**src/rtl/ntt_pkg.sv**
```systemverilog
// ntt engine shared definitions
// widths, command and state encodings, and the packed beats and
// requests that move between the controller, memory, butterfly and
// output streamer

package ntt_pkg;

    parameter int DATA_W = 16;      // must hold any residue below Q
    parameter int ADDR_W = 8;       // covers N up to 256

    typedef enum logic [1:0] {
        CMD_NONE,
        CMD_LOAD_TW,
        CMD_LOAD_DATA,
        CMD_RUN
    } ntt_cmd_e;

    typedef enum logic [2:0] {
        ST_IDLE,
        ST_LOAD_TW,
        ST_LOAD_DATA,
        ST_TRANSFORM,
        ST_OUTPUT
    } ntt_state_e;

    typedef struct packed {
        logic              valid;
        logic [DATA_W-1:0] data;
    } in_beat_t;

    typedef struct packed {
        logic              valid;
        logic              tw_sel;  // 1 = twiddle table, 0 = coefficient
        logic [ADDR_W-1:0] addr;
        logic [DATA_W-1:0] data;
    } load_wr_t;

    typedef struct packed {
        logic              valid;
        logic [ADDR_W-1:0] addr_a;
        logic [ADDR_W-1:0] addr_b;
        logic [ADDR_W-1:0] tw_addr;
    } bfly_req_t;

    typedef struct packed {
        logic              valid;
        logic [ADDR_W-1:0] addr_a;
        logic [ADDR_W-1:0] addr_b;
        logic [DATA_W-1:0] res_a;
        logic [DATA_W-1:0] res_b;
    } bfly_res_t;

    typedef struct packed {
        logic              valid;
        logic              last;
        logic [ADDR_W-1:0] index;
        logic [DATA_W-1:0] data;
    } out_beat_t;

endpackage
```
**src/rtl/ntt_top.sv**
```systemverilog
// iterative radix-2 ntt engine, single butterfly
// loads twiddles and bit-reversed coefficients, runs the forward
// transform in place and streams results out under credit control

`timescale 1ns/1ps

module ntt_top import ntt_pkg::*; #(
    parameter int          LOG_N        = 4,
    parameter int unsigned Q            = 7681,
    parameter int          BFLY_LATENCY = 3,
    parameter int          OUT_CREDITS  = 4
) (
    input  logic      clk,
    input  logic      reset,
    input  ntt_cmd_e  cmd,
    input  in_beat_t  din,
    input  logic      credit_return,
    output out_beat_t dout,
    output logic      busy,
    output logic      done
);

    ntt_state_e        state;
    load_wr_t          load_wr;
    bfly_req_t         bfly_req;
    bfly_res_t         bfly_res;
    logic              run_start;
    logic              run_done;
    logic              out_start;
    logic              out_done;
    logic              op_valid;
    logic [DATA_W-1:0] op_a;
    logic [DATA_W-1:0] op_b;
    logic [DATA_W-1:0] op_w;
    logic [ADDR_W-1:0] op_addr_a;
    logic [ADDR_W-1:0] op_addr_b;
    logic              out_rd_valid;
    logic [ADDR_W-1:0] out_rd_addr;
    logic [DATA_W-1:0] out_rd_data;

    ntt_ctrl_fsm #(.LOG_N(LOG_N)) u_ctrl (
        .clk, .reset, .cmd, .din, .run_done, .out_done,
        .state, .load_wr, .run_start, .out_start, .busy, .done
    );

    ntt_addr_gen #(.LOG_N(LOG_N), .BFLY_LATENCY(BFLY_LATENCY)) u_addr (
        .clk, .reset, .run_start, .bfly_req, .run_done
    );

    ntt_mem #(.LOG_N(LOG_N)) u_mem (
        .clk, .reset, .state, .load_wr, .bfly_req, .bfly_res,
        .out_rd_valid, .out_rd_addr,
        .op_valid, .op_a, .op_b, .op_w, .op_addr_a, .op_addr_b, .out_rd_data
    );

    ntt_butterfly #(.Q(Q), .BFLY_LATENCY(BFLY_LATENCY)) u_bfly (
        .clk, .reset, .op_valid, .op_a, .op_b, .op_w, .op_addr_a, .op_addr_b, .bfly_res
    );

    ntt_out_credit #(.LOG_N(LOG_N), .OUT_CREDITS(OUT_CREDITS)) u_out (
        .clk, .reset, .out_start, .credit_return, .out_rd_data,
        .out_rd_valid, .out_rd_addr, .dout, .out_done
    );

endmodule

```
**src/rtl/ntt_out_credit.sv**
```systemverilog
// credit-based output streamer
// reads the N results in index order, one read per available credit,
// and turns each returned word into an indexed beat, last on N-1

`timescale 1ns/1ps

module ntt_out_credit import ntt_pkg::*; #(
    parameter int LOG_N       = 4,
    parameter int OUT_CREDITS = 4
) (
    input  logic              clk,
    input  logic              reset,
    input  logic              out_start,
    input  logic              credit_return,
    input  logic [DATA_W-1:0] out_rd_data,
    output logic              out_rd_valid,
    output logic [ADDR_W-1:0] out_rd_addr,
    output out_beat_t         dout,
    output logic              out_done
);

    localparam int N      = 1 << LOG_N;
    localparam int CRED_W = $clog2(OUT_CREDITS + 1);

    logic              active;
    logic [ADDR_W-1:0] rd_idx;
    logic [CRED_W-1:0] credits;
    logic              beat_valid;
    logic              beat_last;
    logic [ADDR_W-1:0] beat_index;

    assign out_rd_valid = active && (credits != '0);  // stall at zero credit
    assign out_rd_addr  = rd_idx;

    always_ff @(posedge clk or posedge reset) begin
        if (reset) begin
            active     <= 1'b0;
            rd_idx     <= '0;
            credits    <= CRED_W'(OUT_CREDITS);
            beat_valid <= 1'b0;
            out_done   <= 1'b0;
        end else begin
            if (out_start) begin
                active <= 1'b1;
                rd_idx <= '0;
            end else if (out_rd_valid) begin
                rd_idx <= rd_idx + 1'b1;
                if (rd_idx == ADDR_W'(N - 1)) active <= 1'b0;
            end
            credits    <= credits - CRED_W'(out_rd_valid) + CRED_W'(credit_return);
            beat_valid <= out_rd_valid;
            out_done   <= beat_valid && beat_last;
        end
    end

    // index and last travel one cycle behind the read, like the data
    always_ff @(posedge clk) begin
        beat_index <= rd_idx;
        beat_last  <= (rd_idx == ADDR_W'(N - 1));
    end

    assign dout = '{valid: beat_valid, last: beat_last, index: beat_index, data: out_rd_data};

endmodule

```
**src/rtl/ntt_mem.sv**
```systemverilog
// coefficient store and twiddle table
// N coefficient words and N/2 twiddles, registered reads.
// the port use follows the controller state: load writes while loading,
// butterfly reads and two-word write-back during the transform, and
// streamer reads during output

`timescale 1ns/1ps

module ntt_mem import ntt_pkg::*; #(
    parameter int LOG_N = 4
) (
    input  logic              clk,
    input  logic              reset,
    input  ntt_state_e        state,
    input  load_wr_t          load_wr,
    input  bfly_req_t         bfly_req,
    input  bfly_res_t         bfly_res,
    input  logic              out_rd_valid,
    input  logic [ADDR_W-1:0] out_rd_addr,
    output logic              op_valid,
    output logic [DATA_W-1:0] op_a,
    output logic [DATA_W-1:0] op_b,
    output logic [DATA_W-1:0] op_w,
    output logic [ADDR_W-1:0] op_addr_a,
    output logic [ADDR_W-1:0] op_addr_b,
    output logic [DATA_W-1:0] out_rd_data
);

    localparam int N    = 1 << LOG_N;
    localparam int HALF = N / 2;

    logic [DATA_W-1:0] coef_mem [N];
    logic [DATA_W-1:0] tw_mem   [HALF];

    always_ff @(posedge clk or posedge reset) begin
        if (reset) op_valid <= 1'b0;
        else       op_valid <= (state == ST_TRANSFORM) && bfly_req.valid;
    end

    always_ff @(posedge clk) begin
        case (state)
            ST_LOAD_TW, ST_LOAD_DATA: begin
                if (load_wr.valid && load_wr.tw_sel)
                    tw_mem[load_wr.addr[LOG_N-2:0]] <= load_wr.data;
                if (load_wr.valid && !load_wr.tw_sel)
                    coef_mem[load_wr.addr[LOG_N-1:0]] <= load_wr.data;
            end
            ST_TRANSFORM: begin
                op_a      <= coef_mem[bfly_req.addr_a[LOG_N-1:0]];
                op_b      <= coef_mem[bfly_req.addr_b[LOG_N-1:0]];
                op_w      <= tw_mem[bfly_req.tw_addr[LOG_N-2:0]];
                op_addr_a <= bfly_req.addr_a;  // carried with the operands
                op_addr_b <= bfly_req.addr_b;
                // in-place write-back of both butterfly outputs
                if (bfly_res.valid) begin
                    coef_mem[bfly_res.addr_a[LOG_N-1:0]] <= bfly_res.res_a;
                    coef_mem[bfly_res.addr_b[LOG_N-1:0]] <= bfly_res.res_b;
                end
            end
            ST_OUTPUT: begin
                if (out_rd_valid) out_rd_data <= coef_mem[out_rd_addr[LOG_N-1:0]];
            end
            default: ;
        endcase
    end

endmodule

```
**src/rtl/ntt_butterfly.sv**
```systemverilog
// pipelined cooley-tukey butterfly
// res_a = (A + W*B) mod Q, res_b = (A - W*B) mod Q
// stage 1 forms W*B mod Q, stage 2 the modular sum and difference,
// remaining stages only delay so the total latency is BFLY_LATENCY

`timescale 1ns/1ps

module ntt_butterfly import ntt_pkg::*; #(
    parameter int unsigned Q   = 7681,
    parameter int BFLY_LATENCY = 3     // at least 2
) (
    input  logic              clk,
    input  logic              reset,
    input  logic              op_valid,
    input  logic [DATA_W-1:0] op_a,
    input  logic [DATA_W-1:0] op_b,
    input  logic [DATA_W-1:0] op_w,
    input  logic [ADDR_W-1:0] op_addr_a,
    input  logic [ADDR_W-1:0] op_addr_b,
    output bfly_res_t         bfly_res
);

    localparam logic [DATA_W:0] Q_W = (DATA_W + 1)'(Q);

    logic [2*DATA_W-1:0] prod_full;
    logic                s1_valid;
    logic [DATA_W-1:0]   s1_a;
    logic [DATA_W-1:0]   s1_wb;
    logic [ADDR_W-1:0]   s1_addr_a;
    logic [ADDR_W-1:0]   s1_addr_b;
    logic [DATA_W:0]     sum;
    logic [DATA_W:0]     diff;
    bfly_res_t           pipe [BFLY_LATENCY-1];

    assign prod_full = op_w * op_b;

    always_ff @(posedge clk or posedge reset) begin
        if (reset) s1_valid <= 1'b0;
        else       s1_valid <= op_valid;
    end

    always_ff @(posedge clk) begin
        s1_a      <= op_a;
        s1_wb     <= DATA_W'(prod_full % Q);  // plain reduction, no barrett
        s1_addr_a <= op_addr_a;
        s1_addr_b <= op_addr_b;
    end

    assign sum  = {1'b0, s1_a} + {1'b0, s1_wb};
    assign diff = {1'b0, s1_a} + Q_W - {1'b0, s1_wb};  // never negative

    always_ff @(posedge clk or posedge reset) begin
        if (reset) begin
            for (int k = 0; k < BFLY_LATENCY - 1; k++) begin
                pipe[k] <= '0;
            end
        end else begin
            pipe[0].valid  <= s1_valid;
            pipe[0].addr_a <= s1_addr_a;
            pipe[0].addr_b <= s1_addr_b;
            pipe[0].res_a  <= DATA_W'((sum >= Q_W) ? sum - Q_W : sum);
            pipe[0].res_b  <= DATA_W'((diff >= Q_W) ? diff - Q_W : diff);
            for (int k = 1; k < BFLY_LATENCY - 1; k++) begin
                pipe[k] <= pipe[k-1];
            end
        end
    end

    assign bfly_res = pipe[BFLY_LATENCY-2];

endmodule

```
**src/rtl/ntt_addr_gen.sv**
```systemverilog
// butterfly address generator
// walks LOG_N stages of N/2 butterflies, one issue per cycle, deriving
// both operand addresses and the twiddle index from the half span.
// a drain gap after each stage lets the last write-back land before the
// next stage reads the same words

`timescale 1ns/1ps

module ntt_addr_gen import ntt_pkg::*; #(
    parameter int LOG_N        = 4,
    parameter int BFLY_LATENCY = 3
) (
    input  logic      clk,
    input  logic      reset,
    input  logic      run_start,
    output bfly_req_t bfly_req,
    output logic      run_done
);

    localparam int HALF  = 1 << (LOG_N - 1);
    localparam int DRN_W = $clog2(BFLY_LATENCY + 1);

    logic              running;
    logic              draining;
    logic [3:0]        stage;
    logic [ADDR_W-1:0] bfly_idx;
    logic [DRN_W-1:0]  drain_cnt;

    logic [ADDR_W-1:0] span;
    logic [ADDR_W-1:0] pos;
    logic [ADDR_W-1:0] grp;
    logic [ADDR_W-1:0] addr_a;
    logic [3:0]        tw_shift;

    always_comb begin
        span     = ADDR_W'(1) << stage;         // h = 2^s
        pos      = bfly_idx & (span - 1'b1);    // j mod h
        grp      = bfly_idx >> stage;           // j div h
        addr_a   = (grp << (stage + 1'b1)) | pos;
        tw_shift = 4'(LOG_N - 1) - stage;

        bfly_req.valid   = running && !draining;
        bfly_req.addr_a  = addr_a;
        bfly_req.addr_b  = addr_a + span;
        bfly_req.tw_addr = pos << tw_shift;
    end

    always_ff @(posedge clk or posedge reset) begin
        if (reset) begin
            running   <= 1'b0;
            draining  <= 1'b0;
            stage     <= '0;
            bfly_idx  <= '0;
            drain_cnt <= '0;
            run_done  <= 1'b0;
        end else begin
            run_done <= 1'b0;
            if (run_start) begin
                running  <= 1'b1;
                draining <= 1'b0;
                stage    <= '0;
                bfly_idx <= '0;
            end else if (running && !draining) begin
                if (bfly_idx == ADDR_W'(HALF - 1)) begin
                    bfly_idx  <= '0;
                    draining  <= 1'b1;
                    drain_cnt <= '0;
                end else begin
                    bfly_idx <= bfly_idx + 1'b1;
                end
            end else if (running) begin
                // 1 + BFLY_LATENCY idle cycles between stages
                if (drain_cnt == DRN_W'(BFLY_LATENCY)) begin
                    draining <= 1'b0;
                    if (stage == 4'(LOG_N - 1)) begin
                        running  <= 1'b0;
                        run_done <= 1'b1;
                    end else begin
                        stage <= stage + 1'b1;
                    end
                end else begin
                    drain_cnt <= drain_cnt + 1'b1;
                end
            end
        end
    end

endmodule

```
**src/rtl/ntt_ctrl_fsm.sv**
```systemverilog
// ntt top-level controller
// accepts commands in idle, counts load beats and steers them into the
// twiddle table or, bit reversed, into the coefficient store, then
// sequences transform and output and reports busy/done

`timescale 1ns/1ps

module ntt_ctrl_fsm import ntt_pkg::*; #(
    parameter int LOG_N = 4
) (
    input  logic       clk,
    input  logic       reset,
    input  ntt_cmd_e   cmd,
    input  in_beat_t   din,
    input  logic       run_done,
    input  logic       out_done,
    output ntt_state_e state,
    output load_wr_t   load_wr,
    output logic       run_start,
    output logic       out_start,
    output logic       busy,
    output logic       done
);

    localparam int N = 1 << LOG_N;

    logic [ADDR_W-1:0] beat_cnt;
    logic [ADDR_W-1:0] beat_rev;
    logic              table_end;

    // beat index mirrored over LOG_N bits
    always_comb begin
        beat_rev = '0;
        for (int i = 0; i < LOG_N; i++) begin
            beat_rev[i] = beat_cnt[LOG_N-1-i];
        end
    end

    // twiddle table holds N/2 words, coefficient store N
    assign table_end = (state == ST_LOAD_TW) ? (beat_cnt == ADDR_W'(N/2 - 1))
                                             : (beat_cnt == ADDR_W'(N - 1));

    always_comb begin
        load_wr.valid  = din.valid && (state == ST_LOAD_TW || state == ST_LOAD_DATA);
        load_wr.tw_sel = (state == ST_LOAD_TW);
        load_wr.addr   = (state == ST_LOAD_TW) ? beat_cnt : beat_rev;
        load_wr.data   = din.data;
    end

    always_ff @(posedge clk or posedge reset) begin
        if (reset) begin
            state     <= ST_IDLE;
            beat_cnt  <= '0;
            run_start <= 1'b0;
            out_start <= 1'b0;
        end else begin
            run_start <= 1'b0;
            out_start <= 1'b0;
            case (state)
                ST_IDLE: begin
                    beat_cnt <= '0;
                    case (cmd)
                        CMD_LOAD_TW:   state <= ST_LOAD_TW;
                        CMD_LOAD_DATA: state <= ST_LOAD_DATA;
                        CMD_RUN: begin
                            state     <= ST_TRANSFORM;
                            run_start <= 1'b1;
                        end
                        default: ;
                    endcase
                end
                ST_LOAD_TW, ST_LOAD_DATA: begin
                    if (load_wr.valid) begin
                        beat_cnt <= beat_cnt + 1'b1;
                        if (table_end) state <= ST_IDLE;  // last word goes in this edge
                    end
                end
                ST_TRANSFORM: begin
                    if (run_done) begin
                        state     <= ST_OUTPUT;
                        out_start <= 1'b1;
                    end
                end
                ST_OUTPUT: if (out_done) state <= ST_IDLE;
                default:   state <= ST_IDLE;
            endcase
        end
    end

    // done and the falling edge of busy land in the same cycle
    assign done = out_done && (state == ST_OUTPUT);
    assign busy = (state != ST_IDLE) && !done;

endmodule

```
**config.mk**
```make
export PLATFORM = sky130hd
export DESIGN_NAME = ntt_top
export DESIGN_NICKNAME = d
export VERILOG_FILES = /design/src/rtl/ntt_pkg.sv /design/src/rtl/ntt_top.sv /design/src/rtl/ntt_out_credit.sv /design/src/rtl/ntt_mem.sv /design/src/rtl/ntt_butterfly.sv /design/src/rtl/ntt_addr_gen.sv /design/src/rtl/ntt_ctrl_fsm.sv
export SDC_FILE = /design/constraint.sdc
export NUM_CORES = 2
export LEC_CHECK = 0
export BUFFER_PORTS_ARGS = -buffer_cell sky130_fd_sc_hd__clkbuf_2
export CAP_MARGIN = 15
export CORE_MARGIN = 2
export CORE_UTILIZATION = 40
export CTS_BUF_LIST = sky130_fd_sc_hd__clkbuf_4 sky130_fd_sc_hd__clkbuf_8 sky130_fd_sc_hd__clkbuf_16
export DETAILED_ROUTE_END_ITERATION = 8
export HOLD_SLACK_MARGIN = 0.12
export PLACE_DENSITY = 0.59
export SETUP_SLACK_MARGIN = 0.02
export SYNTH_ARGS = -nofsm -noshare
export SYNTH_HDL_FRONTEND = slang
export SYNTH_SLANG_ARGS = --single-unit
```
**constraint.sdc**
```tcl
create_clock -name clk -period 31.6 [get_ports clk]
set_input_delay 6.32 -clock clk [delete_from_list [all_inputs] [get_ports clk]]
set_output_delay 6.32 -clock clk [all_outputs]
set_load 0.005 [all_outputs]
```
==> results by group <==
Critical path
  • Max incr delay on CP: 0.88 ns
  • Most common cell on crit path: inv_1
  • Critical path buffer and inverter count: 8
  • CP top delay family: compound AO/OA/AOI/OAI gates
  • RR Startpoint: u_mem.op_w[5]
  • Type of the worst setup path: register to register
  • Worst r2r dst: u_bfly.s1_wb[1]
  • CP Data Required Time: 32.12 ns
  • Reg2Reg Depth: 84
  • Crit path depth: 84
  • Crit path to: u_bfly.s1_wb[1]
  • Slowest-stage cell, CP: edfxtp_1
  • Worst setup startpoint: u_mem.op_w[5]
  • Setup crit start kind: register
  • Largest fanout on the critical path: 16
  • Reg2Reg Setup Slack: 4.04 ns
  • Endpoint class of the critical path: register
  • Critical Path AT: 28.08 ns

Detailed routing
  • Antenna Violating Nets Remaining: 0
  • DR WL/cell: 22.6 um
  • Routed WL: 147,000 um
  • Via density per instance: 5.90
  • Initial DRC count: 3,917
  • Remaining DRCs: 0
  • Via count: 38,300
  • 1st-pass router iterations: 6

Clock network
  • CTS H-tree lvls: 3
  • Root Driver: clkbuf_16
  • Hold-fix buffers, CTS: 0
  • Clock buffer depth: 3
  • PostCTS Resize Cnt: 0
  • Clk_lat worst skew: 0.63 ns
  • TritonCTS clock tree: done
  • Setup Fix Bufs, Post-CTS: 0
  • Reg clk slew, reported paths: 0.07 ns
  • CTS Sinks: 633
  • CTS buffer count: 70

Floorplan
  • Die W: 354 um
  • Rows: 128
  • Core Box Area: 122,000 um^2
  • Num ports: 50
  • Initial core utilization: 0.403
  • Die area: 125,000 um^2
  • Die Y: 354 um

Job
  • Max Cap Viol: 0

Synth
  • Primary FF master, synth: edfxtp_1
  • Most common library cells after synthesis: nand2_1 (598), nor2_1 (474), edfxtp_1 (456)
  • Syn nets: 5,307
  • FF+latch count, synth: 633
  • Mapped Area: 49,000 um^2
  • Cell with the most instances after synthesis: nand2_1
  • FFs w/ async S/R, synth: 0.202
  • Yosys cell types: 134
  • Synthesized area per cell: 9.99 um^2
  • Area leader, netlist: edfxtp_1
  • Post-synthesis cell count: 4,909
  • Synth warn: 0
  • Number of synthesized flops with an enable pin: 456
  • Synth area leaders: edfxtp_1 (28%), mux4_2 (9.0%), fa_1 (8.1%)
  • Seq/Total Area, Yosys: 0.365
  • Post-synth top area share: 0.279

Timing
  • Slew headroom: 0.213
  • Fin Clk Skew: 0.0453 ns
  • Final Hold Viols: 0
  • Fin. max-slew vios: 0
  • RSZ-0062 raised after global routing: no
  • F_max: 36.3 MHz
  • Period minus WS final: 27.56 ns
  • Setup TNS: 0 ns
  • Setup violators final: 0
  • Tcrit/Tclk final: 0.872
  • Slew @ Worst Pin: 1.18 ns

Placed design
  • # port buffers: 49
  • Routability congestion estimate: 0.913
  • HPWL after detailed placement: 98,700 um

Cells and area
  • Layout area overhead: 8.87%
  • Fill count: 11,600
  • Ratio of cells with drive above 1 in the final layout: 0.127
  • Final #Nets: 5,210
  • # diodes: 0

Outcome
  • Status: completed

GRT
  • Gr ovfl total: 0
  • Global-route wire length before repair: 225,000 um
  • Initial antenna violation count: 8
  • Number of global-route vias before repair: 37,400
  • Largest net degree at the start of global routing: 75
  • GRT Total Usage: 0.230

Hold path
  • Type of the tightest min-delay check: register to register
[how the worst min path moves through the flow]
stage | slack [ns] | end | startpoint | cells after the start
CTS | 0.31 | u_bfly.bfly_res[25] | u_bfly.pipe[74] | 0
detailed placement | 0.32 | u_bfly.pipe[84] | u_bfly.s1_addr_b[3] | 0
global placement | 0.32 | u_bfly.pipe[84] | u_bfly.s1_addr_b[3] | 0
floorplan | 0.32 | u_bfly.pipe[81] | u_bfly.s1_addr_b[0] | 0
finish | 0.33 | u_bfly.pipe[91] | u_bfly.s1_addr_a[2] | 0
global route | 0.32 | u_bfly.pipe[91] | u_bfly.s1_addr_a[2] | 0
[cells in the final DEF (no fill, tap or decap), types with 45 or more instances in the layout]
cell         n
ha_1       177
fa_1       197
inv_1      323
dfxtp_1     49
buf_4       65
and3_1      68
mux4_2     195
a311oi_1    55
clkbuf_16   73
nor2_1     473
nand3_1    138
nor3_1      84
nand2_1    598
a21o_1      45
dfrtp_1    124
xor2_1      77
and2_1     151
edfxtp_1   456
a31oi_1     51
clkbuf_2    49
a21oi_1    396
o21ai_0     78
xnor2_1    149
[layer usage]
| layer | GRT usage | wire (um) | up-vias |
|---|---|---|---|
| met5 | 0 | 22 | - |
| met4 | 0.0784 | 5000 | 4 |
| met2 | 0.392 | 71500 | 1640 |
| met3 | 0.0283 | 10200 | 292 |
| met1 | 0.303 | 60000 | 18900 |
| li1 | - | - | 17500 |
[per-stage QoR]
stage	std cells	area, um^2	setup WS [ns]	util	hold slack, ns
final	6492	53400	4.04	0.439	0.325
after global routing	6492	53400	1.95	0.439	0.324
after CTS	6492	53400	4.47	0.439	0.312
after detailed placement	6365	51000	4.62	0.419	0.320
after global placement	6365	51000	5.14	0.419	0.317
after floorplan	4909	49000	8.40	-	0.316
[state kept, by name (all words and copies together), names as in the netlist, 16 cells and up]
name,flops
u_bfly.s1_wb,16
u_bfly.pipe,41
u_mem.tw_mem,128
u_mem.op_w,16
u_bfly.bfly_res,41
u_bfly.s1_a,16
u_mem.op_b,16
u_mem.coef_mem,256
u_mem.op_a,16
u_mem.out_rd_data,16
[cells by family after synthesis]
| group | after synthesis | synth area share |
|---|---|---|
| AOI/OAI and AO/OA | 993 | 0.137 |
| xor gates and xnor gates | 234 | 0.0429 |
| adders and majority gates | 386 | 0.128 |
| buffers and inverters | 610 | 0.0475 |
| DFF | 633 | 0.365 |
| muxes | 269 | 0.106 |
| and+or+nand+nor | 1784 | 0.174 |
[worst register-to-register path: cells and delay by family (launching register included)]
kind | cells | cell delay, ns
mux | 2 | 0.38
compound gates | 34 | 11.06
xor+xnor | 3 | 1.00
simple gates | 28 | 9.46
buf+inv | 8 | 0.62
flops | 1 | 0.88
fa+ha+maj | 9 | 4.08
[cell type report]
cell class / instances / area [um^2] / share of cell area
multi-input cells: 3666 / 29100 / 0.545
repair buffers: 114 / 733 / 0.0137
clock buffers: 87 / 1940 / 0.0363
inverters: 327 / 1230 / 0.0231
well taps: 1625 / 2030 / 0.0381
flip-flops and latches: 633 / 17900 / 0.335
clock inverters: 40 / 493 / 0.00923
Power is not shown: default switching activity piles up to over one toggle a cycle in this logic, so the estimate is an artifact.
